$ cat config.mk
export PLATFORM = sky130hd
export DESIGN_NAME = axis_firewall
export DESIGN_NICKNAME = d
export VERILOG_FILES = /design/src/axis_fw_pkg.sv /design/src/axis_skid_buffer.sv /design/src/axis_fault_detect.sv /design/src/axis_out_stage.sv /design/src/axis_firewall.sv
export SDC_FILE = /design/constraint.sdc
export NUM_CORES = 1
export LEC_CHECK = 0
export BUFFER_PORTS_ARGS = -buffer_cell sky130_fd_sc_hd__buf_2
export CAP_MARGIN = 0
export CORE_MARGIN = 1
export CORE_UTILIZATION = 50
export DETAILED_ROUTE_END_ITERATION = 12
export PLACE_DENSITY = 0.72
export SYNTH_ARGS = -nofsm -noshare
export SYNTH_HDL_FRONTEND = slang
export SYNTH_HIERARCHICAL = 1
export SYNTH_SLANG_ARGS = --single-unit
export TNS_END_PERCENT = 50
$ cat constraint.sdc
create_clock -name S_AXI_ACLK -period 2.4 [get_ports S_AXI_ACLK]
set_input_delay 0.48 -clock S_AXI_ACLK [delete_from_list [all_inputs] [get_ports S_AXI_ACLK]]
set_output_delay 0.48 -clock S_AXI_ACLK [all_outputs]
set_load 0.01 [all_outputs]
$ cat src/axis_fw_pkg.sv
// Shared stream widths, check limits and the packed beat type
// for the AXI-stream firewall RTL and its testbench
`default_nettype none

package axis_fw_pkg;

	////////////////////
	// Stream widths
	////////////////////

	// TDATA width in bits
	localparam int DATA_W = 8;

	// TUSER width, tie to zero when unused
	localparam int USER_W = 1;

	// One beat packed, user + last + data
	localparam int BEAT_W = DATA_W + USER_W + 1;

	////////////////////
	// Check limits
	////////////////////

	// Longest legal run of stalled input cycles
	localparam int MAX_STALL = 4;

	// Counter must reach MAX_STALL+1 to flag the fault
	localparam int STALL_CNT_W = $clog2(MAX_STALL + 2);

	// Fixed packet length in beats
	localparam int PKT_LEN = 4;

	// Beat-in-packet counter
	localparam int PKT_CNT_W = $clog2(PKT_LEN + 1);

	////////////////////
	// Beat type
	////////////////////

	// Order matches the usual {tuser, tlast, tdata} concatenation
	typedef struct packed {
		logic [USER_W-1:0] user;
		logic              last;
		logic [DATA_W-1:0] data;
	} beat_t;

endpackage

`default_nettype wire

$ cat src/axis_skid_buffer.sv
// One-entry skid buffer on the slave side of the firewall
// Keeps TREADY a plain register, independent of downstream ready
`timescale 1ns/1ps
`default_nettype none

module axis_skid_buffer (
	input  wire                S_AXI_ACLK,
	input  wire                S_AXI_ARESETN,
	// Slave port, raw input
	input  wire                i_s_axis_tvalid,
	input  wire axis_fw_pkg::beat_t i_s_beat,
	output logic               o_s_axis_tready,
	// Towards the output stage
	output logic               o_skd_valid,
	output axis_fw_pkg::beat_t o_skd_beat,
	input  wire                i_skd_ready
);

	// Spare entry
	logic               skd_full;
	axis_fw_pkg::beat_t skd_beat;

	////////////////////
	// Fill state
	////////////////////

	always_ff @(posedge S_AXI_ACLK)
	begin
		if (!S_AXI_ARESETN)
			skd_full <= 1'b0;
		// Accepted, but downstream refused it
		else if (i_s_axis_tvalid && o_s_axis_tready && !i_skd_ready)
			skd_full <= 1'b1;
		// Held beat taken
		else if (i_skd_ready)
			skd_full <= 1'b0;
	end

	// Capture every accepted beat, only the refused one matters
	always_ff @(posedge S_AXI_ACLK)
	begin
		if (i_s_axis_tvalid && o_s_axis_tready)
			skd_beat <= i_s_beat;
	end

	// Ready straight from the register
	assign o_s_axis_tready = !skd_full;

	////////////////////
	// Presented beat
	////////////////////

	// Held beat goes first, else the live input
	assign o_skd_valid = i_s_axis_tvalid || skd_full;

	always_comb
	begin
		if (skd_full)
			o_skd_beat = skd_beat;
		else
			o_skd_beat = i_s_beat;
	end

	// No new beat may overwrite a held one still waiting downstream
	a_no_accept_when_full: assert property (
		@(posedge S_AXI_ACLK) disable iff (!S_AXI_ARESETN)
		(skd_full && !i_skd_ready) |=> (skd_full && $stable(skd_beat))
	);

endmodule

`default_nettype wire

$ cat src/axis_fault_detect.sv
// Protocol checks on the slave side: change, stall and packet length
// Any failure latches o_fault until the next reset
`timescale 1ns/1ps
`default_nettype none

module axis_fault_detect (
	input  wire                S_AXI_ACLK,
	input  wire                S_AXI_ARESETN,
	// Raw slave inputs, as seen on the port
	input  wire                i_s_axis_tvalid,
	input  wire                i_s_axis_tready,
	input  wire axis_fw_pkg::beat_t i_s_beat,
	// Combinational, this cycle only
	output logic               o_violation,
	// Sticky flag
	output logic               o_fault
);

	// Change check
	logic                                stalled_q;
	logic [axis_fw_pkg::BEAT_W-1:0]      past_beat;
	logic                                change_fault;

	// Stall check
	logic [axis_fw_pkg::STALL_CNT_W-1:0] stall_cnt;
	logic                                stall_fault;

	// Packet length check
	logic [axis_fw_pkg::PKT_CNT_W-1:0]   pkt_cnt;
	logic                                pkt_end;
	logic                                pkt_fault;

	////////////////////
	// Change check
	////////////////////

	// Input stalled on this cycle
	always_ff @(posedge S_AXI_ACLK)
	begin
		if (!S_AXI_ARESETN)
			stalled_q <= 1'b0;
		else
			stalled_q <= i_s_axis_tvalid && !i_s_axis_tready;
	end

	// Last cycle's beat, compared only after a stall
	always_ff @(posedge S_AXI_ACLK)
	begin
		past_beat <= i_s_beat;
	end

	// Stalled beat must not move
	assign change_fault = stalled_q && (past_beat != i_s_beat);

	////////////////////
	// Stall check
	////////////////////

	// Consecutive stalled cycles
	always_ff @(posedge S_AXI_ACLK)
	begin
		if (!S_AXI_ARESETN)
			stall_cnt <= '0;
		else if (!i_s_axis_tvalid || i_s_axis_tready)
			stall_cnt <= '0;
		// Saturate one past the limit so it can't wrap
		else if (int'(stall_cnt) <= axis_fw_pkg::MAX_STALL)
			stall_cnt <= stall_cnt + 1'b1;
	end

	// A run of exactly MAX_STALL cycles is still legal
	assign stall_fault = int'(stall_cnt) > axis_fw_pkg::MAX_STALL;

	////////////////////
	// Packet length
	////////////////////

	// Accepted beats in the current packet
	always_ff @(posedge S_AXI_ACLK)
	begin
		if (!S_AXI_ARESETN)
			pkt_cnt <= '0;
		// Framing is lost once faulted
		else if (o_fault)
			pkt_cnt <= '0;
		else if (i_s_axis_tvalid && i_s_axis_tready)
		begin
			if (i_s_beat.last)
				pkt_cnt <= '0;
			else
				pkt_cnt <= pkt_cnt + 1'b1;
		end
	end

	// Position where TLAST is due
	assign pkt_end = int'(pkt_cnt) == (axis_fw_pkg::PKT_LEN - 1);

	// Early or missing TLAST, judged on any valid beat
	assign pkt_fault = i_s_axis_tvalid && (i_s_beat.last != pkt_end);

	////////////////////
	// Fault flag
	////////////////////

	// Only reported while still healthy
	assign o_violation = !o_fault && (change_fault || stall_fault || pkt_fault);

	always_ff @(posedge S_AXI_ACLK)
	begin
		if (!S_AXI_ARESETN)
			o_fault <= 1'b0;
		else if (o_violation)
			o_fault <= 1'b1;
	end

	// Sticky until reset
	a_fault_sticky: assert property (
		@(posedge S_AXI_ACLK) disable iff (!S_AXI_ARESETN)
		o_fault |=> o_fault
	);

	// TLAST check keeps the counter inside one packet while healthy
	a_pkt_cnt_range: assert property (
		@(posedge S_AXI_ACLK) disable iff (!S_AXI_ARESETN)
		!o_fault |-> (int'(pkt_cnt) < axis_fw_pkg::PKT_LEN)
	);

endmodule

`default_nettype wire

$ cat src/axis_out_stage.sv
// Master-side output register of the firewall
// Forwards beats while healthy, drains the input after a fault
`timescale 1ns/1ps
`default_nettype none

module axis_out_stage (
	input  wire                              S_AXI_ACLK,
	input  wire                              S_AXI_ARESETN,
	// From the skid buffer
	input  wire                              i_skd_valid,
	input  wire axis_fw_pkg::beat_t          i_skd_beat,
	output logic                             o_skd_ready,
	// From the detector
	input  wire                              i_violation,
	input  wire                              i_fault,
	// Master port
	output logic                             o_m_axis_tvalid,
	input  wire                              i_m_axis_tready,
	output logic [axis_fw_pkg::DATA_W-1:0]   o_m_axis_tdata,
	output logic                             o_m_axis_tlast,
	output logic [axis_fw_pkg::USER_W-1:0]   o_m_axis_tuser
);

	// Register free this cycle
	logic out_open;
	// New beat enters the register
	logic load;

	assign out_open = !o_m_axis_tvalid || i_m_axis_tready;

	////////////////////
	// Upstream ready
	////////////////////

	always_comb
	begin
		// Faulted, swallow everything
		if (i_fault)
			o_skd_ready = 1'b1;
		// Offending beat stays out
		else if (i_violation)
			o_skd_ready = 1'b0;
		else
			o_skd_ready = out_open;
	end

	// Healthy path only
	assign load = out_open && i_skd_valid && !i_violation && !i_fault;

	////////////////////
	// Output register
	////////////////////

	always_ff @(posedge S_AXI_ACLK)
	begin
		if (!S_AXI_ARESETN)
			o_m_axis_tvalid <= 1'b0;
		// Presented beat lives until taken
		else if (out_open)
			o_m_axis_tvalid <= load;
	end

	// TLAST cleared on reset, rest of the payload not
	always_ff @(posedge S_AXI_ACLK)
	begin
		if (!S_AXI_ARESETN)
			o_m_axis_tlast <= 1'b0;
		else if (load)
			o_m_axis_tlast <= i_skd_beat.last;
	end

	always_ff @(posedge S_AXI_ACLK)
	begin
		if (load)
		begin
			o_m_axis_tdata <= i_skd_beat.data;
			o_m_axis_tuser <= i_skd_beat.user;
		end
	end

	// Master side holds under back-pressure
	a_master_stable: assert property (
		@(posedge S_AXI_ACLK) disable iff (!S_AXI_ARESETN)
		(o_m_axis_tvalid && !i_m_axis_tready) |=>
			(o_m_axis_tvalid && $stable(o_m_axis_tdata)
			&& $stable(o_m_axis_tlast) && $stable(o_m_axis_tuser))
	);

endmodule

`default_nettype wire

$ cat src/axis_firewall.sv
// AXI-stream protocol firewall, a bump between a slave and a master port
// o_fault latches on the first protocol error until reset
`timescale 1ns/1ps
`default_nettype none

module axis_firewall (
	input  wire                            S_AXI_ACLK,
	input  wire                            S_AXI_ARESETN,
	// Slave port
	input  wire                            i_s_axis_tvalid,
	output logic                           o_s_axis_tready,
	input  wire [axis_fw_pkg::DATA_W-1:0]  i_s_axis_tdata,
	input  wire                            i_s_axis_tlast,
	input  wire [axis_fw_pkg::USER_W-1:0]  i_s_axis_tuser,
	// Master port
	output logic                           o_m_axis_tvalid,
	input  wire                            i_m_axis_tready,
	output logic [axis_fw_pkg::DATA_W-1:0] o_m_axis_tdata,
	output logic                           o_m_axis_tlast,
	output logic [axis_fw_pkg::USER_W-1:0] o_m_axis_tuser,
	// Sticky error flag
	output logic                           o_fault
);

	axis_fw_pkg::beat_t s_beat;
	axis_fw_pkg::beat_t skd_beat;
	logic               skd_valid;
	logic               skd_ready;
	logic               violation;

	// Slave inputs as one beat
	assign s_beat = {i_s_axis_tuser, i_s_axis_tlast, i_s_axis_tdata};

	axis_skid_buffer axis_skid_buffer_inst (
		.S_AXI_ACLK      (S_AXI_ACLK),
		.S_AXI_ARESETN   (S_AXI_ARESETN),
		.i_s_axis_tvalid (i_s_axis_tvalid),
		.i_s_beat        (s_beat),
		.o_s_axis_tready (o_s_axis_tready),
		.o_skd_valid     (skd_valid),
		.o_skd_beat      (skd_beat),
		.i_skd_ready     (skd_ready)
	);

	// Watches the port itself, not the skid output
	axis_fault_detect axis_fault_detect_inst (
		.S_AXI_ACLK      (S_AXI_ACLK),
		.S_AXI_ARESETN   (S_AXI_ARESETN),
		.i_s_axis_tvalid (i_s_axis_tvalid),
		.i_s_axis_tready (o_s_axis_tready),
		.i_s_beat        (s_beat),
		.o_violation     (violation),
		.o_fault         (o_fault)
	);

	axis_out_stage axis_out_stage_inst (
		.S_AXI_ACLK      (S_AXI_ACLK),
		.S_AXI_ARESETN   (S_AXI_ARESETN),
		.i_skd_valid     (skd_valid),
		.i_skd_beat      (skd_beat),
		.o_skd_ready     (skd_ready),
		.i_violation     (violation),
		.i_fault         (o_fault),
		.o_m_axis_tvalid (o_m_axis_tvalid),
		.i_m_axis_tready (i_m_axis_tready),
		.o_m_axis_tdata  (o_m_axis_tdata),
		.o_m_axis_tlast  (o_m_axis_tlast),
		.o_m_axis_tuser  (o_m_axis_tuser)
	);

endmodule

`default_nettype wire

==> impl_results.md, run 1 <==
* Fin. Hold Viols at 0
* WHS Path Cells at 1
* Number of remaining DRC errors at 2
* Register Area at 991 um2
* Status: finished with violations
* Finished Layout Cells at 179
* # IOs at 27
* Internal power at 1050 uW
* Failing checks: DRC
* Fill count at 219
* Cts hold-fix bufs at 0
* # resized after CTS at 0
* HP Class: in -> reg
* Post-Place Cells at 171
* Cell area after synthesis at 1570 um2
* Max capacitance violation total at 0
* Sw Share at 21.8%
* Syn_area_per_cell at 14.4 um2
* Sequential fraction of the synthesis area at 63.3%
* CTS tree: yes
* Slowest cell on crit path: dfxtp_1
* Fmax at 485 MHz
* Largest net degree at the start of global routing at 13
* RSZ-0062 raised after global routing: false
* Gate Count Post-Synth at 109
* CP Data Arrival Time at 2.12 ns
* Initial antenna violation count at 0
* Critical path type: reg -> reg
* # H-tree levels at 2
* Final cycle utilization of the critical path at 85.9%
* WL final at 2510 um
* Port Buf Inserts at 26
* CTS buffer count at 5
* First-pass GRT wire length at 4200 um
* Post-CTS setup buffers at 0
* Worst Setup SP: axis_fault_detect_inst/pkt_cnt[0]
* Post-route ant nets at 0
* Worst slack, placed at 0.101 ns
* Met1 Track Usage GR at 21.4%
* Pwr/cell area at 726 nW/um2
* Worst Max-Slew Pin Slew at 0.300 ns
* Die height at 58.0 um
* Setup WS post-layout at 0.339 ns
* Leak at 0.000759 uW
* CP Capture Point: axis_out_stage_inst/o_m_axis_tdata[3]
* Reg2reg setup slack at 0.34 ns
* Diodes inserted at 0
* Clock power share at 31.9%
* CP peak stage delay at 0.34 ns
* CTS Sinks at 40
* Total GRT Usage at 17.5%
* GPL Wtd Cong at 0.704
* Reg clk slew, reported paths at 0.11 ns
* Comb pwr share at 10.4%
* Starting Density at 54.9%
* R2R depth at 7
* Clock skew at 0.0145 ns
* Cell Chain, Critical Path: ha_1 > ha_1 > xor2_1 > a21oi_1 > a21oi_1 > nor4b_4 > buf_4
* Max VDD drop at 0.343 mV
* Share of cells above drive strength 1 at 35.8%
* Routed wire length per instance at 14.0 um
* Final setup fails at 0
* Seq pwr share at 57.7%
* Clk_lat worst skew at 0.34 ns
* Setup tns final at 0 ns
* Vias at 907
* WP data required at 2.46 ns
* DR pass1 iterations at 8
* Period minus WS final at 2.06 ns
* P_sw at 293 uW
* Die area at 3360 um2
* Syn_nets at 127
* Nets at 165
* Flops & latches, synth at 40
* Core Box Area at 2850 um2
* Reg-to-reg startpoint: axis_fault_detect_inst/pkt_cnt[0]
* Vias in the first global route at 923
* Area occupied by multi-input gates at 538 um2
* Grt met2 use at 27.8%
* Slew Viols, Final at 0
* Max-slew headroom at 79.8%
* Largest fanout on the critical path at 9
* FP Rows at 19
* CTS root buf: clkbuf_4
* Initial DRC Count at 22
* CP Capture Type: flop
* Post-synthesis cell type count at 29
* Via density at 5.07
* Gr ovfl total at 0
* Reg2reg end: axis_out_stage_inst/o_m_axis_tdata[3]
* Area Overhead vs Synth at 17.8%
* Clock buffer depth at 2
* Die Wd at 58.0 um
* Post-DP HPWL at 1910 um
* CP Launch Type: flop
* YS warnings at 6
* Met3 GRT Util at 4.69%
* Gr busiest metal: met2
==> cells by family (layout without fill, tap and decap cells) <==
logic type | after synthesis | count (layout) | synth area share, %
compound gates | 10 | 10 | 4.31
simple gates | 23 | 23 | 9.26
fa+ha+maj | 4 | 4 | 3.20
xor+xnor | 12 | 12 | 7.19
buf+inv | 8 | 47 | 2.40
flops | 40 | 40 | 63.3
mux | 12 | 12 | 10.4
==> worst min-delay path by stage <==
stage	start	end	slack, ns
final	i_s_axis_tdata[3]	axis_fault_detect_inst/past_beat[3]	0.29
after global routing	i_s_axis_tdata[3]	axis_fault_detect_inst/past_beat[3]	0.27
after CTS	i_s_axis_tdata[3]	axis_fault_detect_inst/past_beat[3]	0.27
after detailed placement	axis_out_stage_inst/o_m_axis_tlast	axis_out_stage_inst/o_m_axis_tlast	0.45
after global placement	axis_out_stage_inst/o_m_axis_tlast	axis_out_stage_inst/o_m_axis_tlast	0.44
after floorplan	axis_fault_detect_inst/stalled_q	axis_fault_detect_inst/o_fault	0.45
==> layout make-up <==
| class | count | share of cell area, % |
|---|---|---|
| Clock inverter | 2 | 1.90 |
| Sequential cell | 40 | 53.7 |
| Timing Repair Buffer | 32 | 9.49 |
| Tap cell | 31 | 2.10 |
| Clock buffer | 6 | 2.24 |
| Multi-Input combinational cell | 61 | 29.2 |
| Inverter | 7 | 1.42 |
==> power by group through the flow <==
stage               Combinational [uW]  Clock [uW]  Sequential [uW]
floorplan                         70.9           0              796
global placement                   137           0              786
detailed placement                 141           0              789
CTS                                141         433              773
global route                       153         464              777
finish                             140         427              772
==> layout by cell type (no fill, tap or decap), types with 2 or more instances in the layout <==
| cell type | count |
|---|---|
| buf_2 | 26 |
| dfxtp_1 | 21 |
| edfxtp_1 | 19 |
| xnor2_1 | 8 |
| mux2_4 | 8 |
| inv_1 | 7 |
| nor2_1 | 6 |
| buf_4 | 6 |
| a21oi_1 | 5 |
| clkbuf_4 | 5 |
| nand2_1 | 4 |
| ha_1 | 4 |
| xor2_1 | 3 |
| nor2b_1 | 2 |
| nand4_1 | 2 |
| mux2i_1 | 2 |
| nor3_1 | 2 |
| mux2_2 | 2 |
==> synthesized netlist by cell type <==
cell type   n  share of area (%)
xor2_1      3                1.7
dfxtp_1    21                 27
nand3_1     1               0.32
inv_1       7                1.7
nor2b_4     1               0.88
a21oi_1     5                1.6
mux2_4      8                7.7
a31oi_1     1               0.40
nand3b_1    1               0.48
o41ai_2     1                1.0
mux2_2      2                1.4
nor2_1      6                1.4
buf_6       1               0.72
xnor2_1     8                4.5
o21ai_0     1               0.32
o21bai_1    1               0.48
o21a_1      1               0.48
nor3_1      2               0.64
and3b_1     1               0.56
xnor2_2     1                1.0
edfxtp_1   19                 36
nand2_1     4               0.96
nor2b_1     2               0.80
nor4b_4     1                1.5
or2_1       1               0.40
nand4_1     2               0.80
nor3b_1     1               0.48
ha_1        4                3.2
mux2i_1     2                1.3
==> metrics by stage <==
stage | utilization, % | instance area (um2) | hold slack (ns) | power [uW]
after floorplan | - | 1570 | 0.449 | 867
after global placement | 62.0 | 1770 | 0.442 | 923
after detailed placement | 62.0 | 1770 | 0.452 | 929
after CTS | 64.7 | 1850 | 0.274 | 1350
after global routing | 64.7 | 1850 | 0.275 | 1390
final | 64.7 | 1850 | 0.289 | 1340
==> state kept, by name (all words and copies together) (netlist names) <==
name	count
axis_fault_detect_inst/o_fault	1
axis_fault_detect_inst/past_beat	10
axis_fault_detect_inst/pkt_cnt	3
axis_fault_detect_inst/stall_cnt	3
axis_fault_detect_inst/stalled_q	1
axis_out_stage_inst/o_m_axis_tdata	8
axis_out_stage_inst/o_m_axis_tlast	1
axis_out_stage_inst/o_m_axis_tuser	1
axis_out_stage_inst/o_m_axis_tvalid	1
axis_skid_buffer_inst/skd_beat	10
axis_skid_buffer_inst/skd_full	1
==> per-layer routing <==
metal / up-vias / share of wire, %
met5: - / 0
met3: 7 / 4.5
li1: 459 / -
met1: 416 / 45
met2: 25 / 48
met4: 0 / 2.8
==> worst max-delay path, delay by kind of cell (launching register included) <==
kind / cells / cell delay (ns)
AOI/OAI and AO/OA: 2 / 0.41
xor gates and xnor gates: 1 / 0.14
adders and majority gates: 2 / 0.38
buffers and inverters: 1 / 0.22
DFF: 1 / 0.34
and+or+nand+nor: 1 / 0.30
Power figures use the tool's default switching activity.
==> run 2, diff against run 1 <==
--- a/config.mk
+++ b/config.mk
@@ -11,6 +11,7 @@
 export CORE_UTILIZATION = 50
 export DETAILED_ROUTE_END_ITERATION = 12
 export PLACE_DENSITY = 0.72
+export REMOVE_ABC_BUFFERS = 1
 export SYNTH_ARGS = -nofsm -noshare
 export SYNTH_HDL_FRONTEND = slang
 export SYNTH_HIERARCHICAL = 1
==> run 2 against run 1 <==
  * The flow still finishes with violations (DRC)
  * Worst hold slack barely moved
  * First-iteration DRC count grew 18%
  * Cell area down 2.2%
  * Die area unchanged
  * Sequential power barely moved
  * Wire length is 2.8% lower
  * Clock skew fell by 0.0037 ns
  * Non-clock buffer count decreased by 2
  * Critical endpoint is now axis_out_stage_inst/o_m_axis_tdata[5]
==> impl_results.md, run 2 (synthesized netlist as in run 1, its figures left out) <==
* FP Rows at 19
* First-pass GRT wire length at 4060 um
* DR pass1 iterations at 10
* Largest fanout on the critical path at 9
* CTS root buf: clkbuf_4
* # resized after CTS at 0
* Die Wd at 58.0 um
* Final cycle utilization of the critical path at 86.3%
* RSZ-0062 raised after global routing: false
* Clock buffer depth at 2
* Reg2reg end: axis_out_stage_inst/o_m_axis_tdata[5]
* Setup tns final at 0 ns
* Max-slew headroom at 77.1%
* Leak at 0.000739 uW
* Worst Max-Slew Pin Slew at 0.343 ns
* Core Box Area at 2850 um2
* WP data required at 2.45 ns
* Clk_lat worst skew at 0.34 ns
* Gr ovfl total at 0
* Post-DP HPWL at 1810 um
* CP Capture Point: axis_out_stage_inst/o_m_axis_tdata[5]
* Reg2reg setup slack at 0.33 ns
* Routed wire length per instance at 13.8 um
* R2R depth at 7
* CTS Sinks at 40
* Max VDD drop at 0.360 mV
* Share of cells above drive strength 1 at 34.9%
* Cell Chain, Critical Path: ha_1 > ha_1 > xor2_1 > a21oi_1 > a21oi_1 > nor4b_4 > buf_4
* Die area at 3360 um2
* Largest regs: axis_fault_detect_inst/past_beat (10), axis_skid_buffer_inst/skd_beat (10), axis_out_stage_inst/o_m_axis_tdata (8)
* # IOs at 27
* Via density at 5.13
* Vias at 908
* HP Class: in -> reg
* Initial antenna violation count at 0
* Largest net degree at the start of global routing at 13
* Worst Setup SP: axis_fault_detect_inst/pkt_cnt[0]
* Total GRT Usage at 16.8%
* GPL Wtd Cong at 0.708
* Status: finished with violations
* Fill count at 240
* Fin. Hold Viols at 0
* Most frequent cells in the layout: buf_2, dfxtp_1, edfxtp_1
* Cts hold-fix bufs at 0
* Slowest cell on crit path: dfxtp_1
* CP peak stage delay at 0.34 ns
* Register Area at 991 um2
* Vias in the first global route at 910
* Failing checks: DRC
* Pwr/cell area at 677 nW/um2
* # H-tree levels at 2
* WHS Path Cells at 1
* Number of remaining DRC errors at 2
* Post-route ant nets at 0
* Area occupied by multi-input gates at 538 um2
* Nets at 163
* CP Launch Type: flop
* Period minus WS final at 2.07 ns
* Reg clk slew, reported paths at 0.12 ns
* CP Capture Type: flop
* CTS buffer count at 5
* Max capacitance violation total at 0
* Final setup fails at 0
* Most common cell after layout, fill and taps aside: buf_2
* Port Buf Inserts at 26
* Post-CTS setup buffers at 0
* Diodes inserted at 0
* Area Overhead vs Synth at 15.3%
* Slew Viols, Final at 0
* Starting Density at 54.9%
* Die height at 58.0 um
* CTS tree: yes
* Util after Layout at 63.3%
* Clock skew at 0.0108 ns
* CP Data Arrival Time at 2.12 ns
* Fmax at 483 MHz
* WL final at 2440 um
* Reg-to-reg startpoint: axis_fault_detect_inst/pkt_cnt[0]
* Critical path type: reg -> reg
* Initial DRC Count at 26
## run 2: worst min-delay path by stage
stage	slack [ns]	start	endpoint
5_1_grt	0.27	i_s_axis_tuser	axis_fault_detect_inst/past_beat[9]
3_3_place_gp	0.45	axis_out_stage_inst/o_m_axis_tlast	axis_out_stage_inst/o_m_axis_tlast
3_5_place_dp	0.45	axis_out_stage_inst/o_m_axis_tlast	axis_out_stage_inst/o_m_axis_tlast
2_1_floorplan	0.45	axis_fault_detect_inst/stalled_q	axis_fault_detect_inst/o_fault
6_report	0.29	i_s_axis_tdata[0]	axis_fault_detect_inst/past_beat[0]
4_1_cts	0.28	i_s_axis_tdata[5]	axis_fault_detect_inst/past_beat[5]
## run 2: critical path, delay by kind of cell (launching register included)
family	cells	cell delay, ns
xor+xnor	1	0.14
flops	1	0.34
simple gates	1	0.31
buf+inv	1	0.22
fa+ha+maj	2	0.38
compound gates	2	0.38
## run 2: report_power, final
part | internal [uW] | switching [uW]
Clock | 108 | 207
Combinational | 67.9 | 66.9
Sequential | 758 | 15.0
Total | 933 | 289
## run 2: routing by layer
| metal | vias to the layer above | global-route usage [%] | part of all wire [%] |
|---|---|---|---|
| met2 | 24 | 28.2 | 50 |
| met1 | 426 | 19.2 | 43 |
| met3 | 5 | 6.25 | 5.4 |
| met4 | 0 | 7.14 | 1.6 |
| met5 | - | 0 | 0 |
| li1 | 453 | - | - |
## run 2: layout make-up
cell class	instances	share of cell area, %
Clock buffer	5	2.08
Clock inverter	3	0.762
Inverter	7	1.46
Multi-Input combinational cell	61	29.8
Sequential cell	40	54.9
Tap cell	31	2.15
Timing Repair Buffer	30	8.87
## run 2: through the flow
step	hold WS, ns	worst slack [ns]	std cells	area [um2]	total power, uW
floorplan	0.449	0.256	108	1560	865
global placement	0.445	0.198	169	1750	921
detailed placement	0.453	0.124	169	1750	926
CTS	0.282	0.308	177	1810	1230
global route	0.272	0.206	177	1810	1280
finish	0.289	0.328	177	1810	1220
==> run 3, diff against run 2 <==
--- a/config.mk
+++ b/config.mk
@@ -7,6 +7,7 @@
 export LEC_CHECK = 0
 export BUFFER_PORTS_ARGS = -buffer_cell sky130_fd_sc_hd__buf_2
 export CAP_MARGIN = 0
+export CORE_ASPECT_RATIO = 0.8
 export CORE_MARGIN = 1
 export CORE_UTILIZATION = 50
 export DETAILED_ROUTE_END_ITERATION = 12
==> run 3 against run 2 <==
  * The run now ends clean
  * Clock skew decreased by 0.0065 ns
  * Global-route usage increased by 0.22 points
  * Largest power group unchanged
  * Power increased by 13%
  * Highest routed layer unchanged
  * Via count decreased by 2.6%
==> impl_results.md, run 3 (synthesized netlist as in run 1, its figures left out) <==
* Status: finished clean
* Nets at 162
* Max-slew headroom at 77.8%
* WHS Endpoint: axis_fault_detect_inst/past_beat[6]
* Number of remaining DRC errors at 0
* Cts hold-fix bufs at 0
* Post-route ant nets at 0
* Reg2reg end: axis_out_stage_inst/o_m_axis_tdata[0]
* CP peak stage delay at 0.35 ns
* P_sw at 296 uW
* Sw Share at 21.4%
* Hold path start: i_s_axis_tdata[6]
* CP Data Arrival Time at 2.01 ns
* Slowest cell on crit path: nor4b_4
* Die area at 3360 um2
* Fin. Hold Viols at 0
* Leak at 0.000757 uW
* # IOs at 27
* Core Box Area at 2870 um2
* CP Capture Type: flop
* Slew Viols, Final at 0
* Comb pwr share at 10.0%
* Clock skew at 0.00433 ns
* Largest regs: axis_fault_detect_inst/past_beat (10), axis_skid_buffer_inst/skd_beat (10), axis_out_stage_inst/o_m_axis_tdata (8)
* Cell Chain, Critical Path: ha_1 > ha_1 > xor2_1 > a21oi_1 > a21oi_1 > nor4b_4 > buf_12
* Most frequent cells in the layout: buf_2, dfxtp_1, edfxtp_1
* Gr ovfl total at 0
* Reg clk slew, reported paths at 0.07 ns
* Worst slack, placed at 0.139 ns
* Most common cell after layout, fill and taps aside: buf_2
* Largest net degree at the start of global routing at 14
* Vias in the first global route at 834
* Initial DRC Count at 14
* CTS buffer count at 5
* Port Buf Inserts at 26
* Final cycle utilization of the critical path at 83.6%
* Share of cells above drive strength 1 at 34.5%
* Max VDD drop at 0.410 mV
* Register Area at 991 um2
* Worst Max-Slew Pin Slew at 0.332 ns
* Vias at 884
* RSZ-0062 raised after global routing: false
* Reg2reg setup slack at 0.39 ns
* CP Launch Type: flop
* Diodes inserted at 0
* Die height at 52.1 um
* First-pass GRT wire length at 4000 um
* CTS tree: yes
* Internal power at 1090 uW
* Area occupied by multi-input gates at 538 um2
* Post-DP HPWL at 1790 um
* HP Class: in -> reg
* Clock power share at 34.4%
* Fmax at 498 MHz
* Starting Density at 54.6%
* Period minus WS final at 2.01 ns
* Total GRT Usage at 17.0%
* Reg-to-reg startpoint: axis_fault_detect_inst/pkt_cnt[0]
* Max capacitance violation total at 0
* WL final at 2430 um
* GPL Wtd Cong at 0.703
* Fill count at 223
* WHS Path Cells at 1
* Post-CTS setup buffers at 0
* Seq pwr share at 55.6%
* # resized after CTS at 0
* Die Wd at 64.6 um
* Initial antenna violation count at 0
* # H-tree levels at 2
* Via density at 4.83
* FP Rows at 17
* Critical path type: reg -> reg
* Setup tns final at 0 ns
* R2R depth at 7
* Clock buffer depth at 2
* DR pass1 iterations at 2
* Routed wire length per instance at 13.3 um
* WP data required at 2.41 ns
* Area Overhead vs Synth at 19.2%
* CTS root buf: clkbuf_8
* Clk_lat worst skew at 0.29 ns
* Setup WS post-layout at 0.393 ns
* Pwr/cell area at 742 nW/um2
* CTS Sinks at 40
* Largest fanout on the critical path at 11
* Final setup fails at 0
run 3: through the flow:
stage / cell area (um2) / hold slack (ns) / total power (uW) / cells / utilization, %
finish: 1870 / 0.339 / 1390 / 183 / 65.1
global route: 1870 / 0.326 / 1440 / 183 / 65.1
CTS: 1870 / 0.331 / 1400 / 183 / 65.1
detailed placement: 1770 / 0.450 / 928 / 175 / 61.6
global placement: 1770 / 0.458 / 923 / 175 / 61.6
floorplan: 1560 / 0.449 / 865 / 108 / -
run 3: worst max path at each step:
stage                                            end  cells past startpoint                               from
2_1_floorplan  axis_out_stage_inst/o_m_axis_tdata[0]                      5                  i_s_axis_tdata[3]
3_3_place_gp   axis_out_stage_inst/o_m_axis_tdata[0]                      7                  i_s_axis_tdata[3]
3_5_place_dp   axis_out_stage_inst/o_m_axis_tdata[2]                      7                  i_s_axis_tdata[2]
4_1_cts        axis_out_stage_inst/o_m_axis_tdata[2]                      7  axis_fault_detect_inst/pkt_cnt[0]
5_1_grt        axis_out_stage_inst/o_m_axis_tdata[1]                      7  axis_fault_detect_inst/pkt_cnt[0]
6_report       axis_out_stage_inst/o_m_axis_tdata[0]                      7  axis_fault_detect_inst/pkt_cnt[0]
run 3: layer usage:
metal  vias up  share of wire, %  GRT usage [%]
met3         5               4.6           7.46
li1        450                 -              -
met2        17                48           26.7
met4         0               1.4           7.78
met5         -                 0              0
met1       412                46           20.3
run 3: power by group through the flow:
stage	clock network (uW)	registers, uW	logic, uW
4_1_cts	486	772	141
3_5_place_dp	0	788	141
5_1_grt	519	774	152
3_3_place_gp	0	786	136
6_report	477	772	138
2_1_floorplan	0	798	67.3
run 3: final cells by class:
type / instances / area share (%)
flip-flops and latches: 40 / 53.0
multi-input cells: 61 / 28.8
repair buffers: 29 / 8.84
clock buffers: 8 / 5.36
well taps: 38 / 2.55
inverters: 7 / 1.41
run 3: critical path: cells and delay by family (launching register included):
family                     cells  cell delay [ns]
AOI/OAI and AO/OA              2             0.34
xor gates and xnor gates       1             0.14
adders and majority gates      2             0.39
buffers and inverters          1             0.18
DFF                            1             0.33
and+or+nand+nor                1             0.35
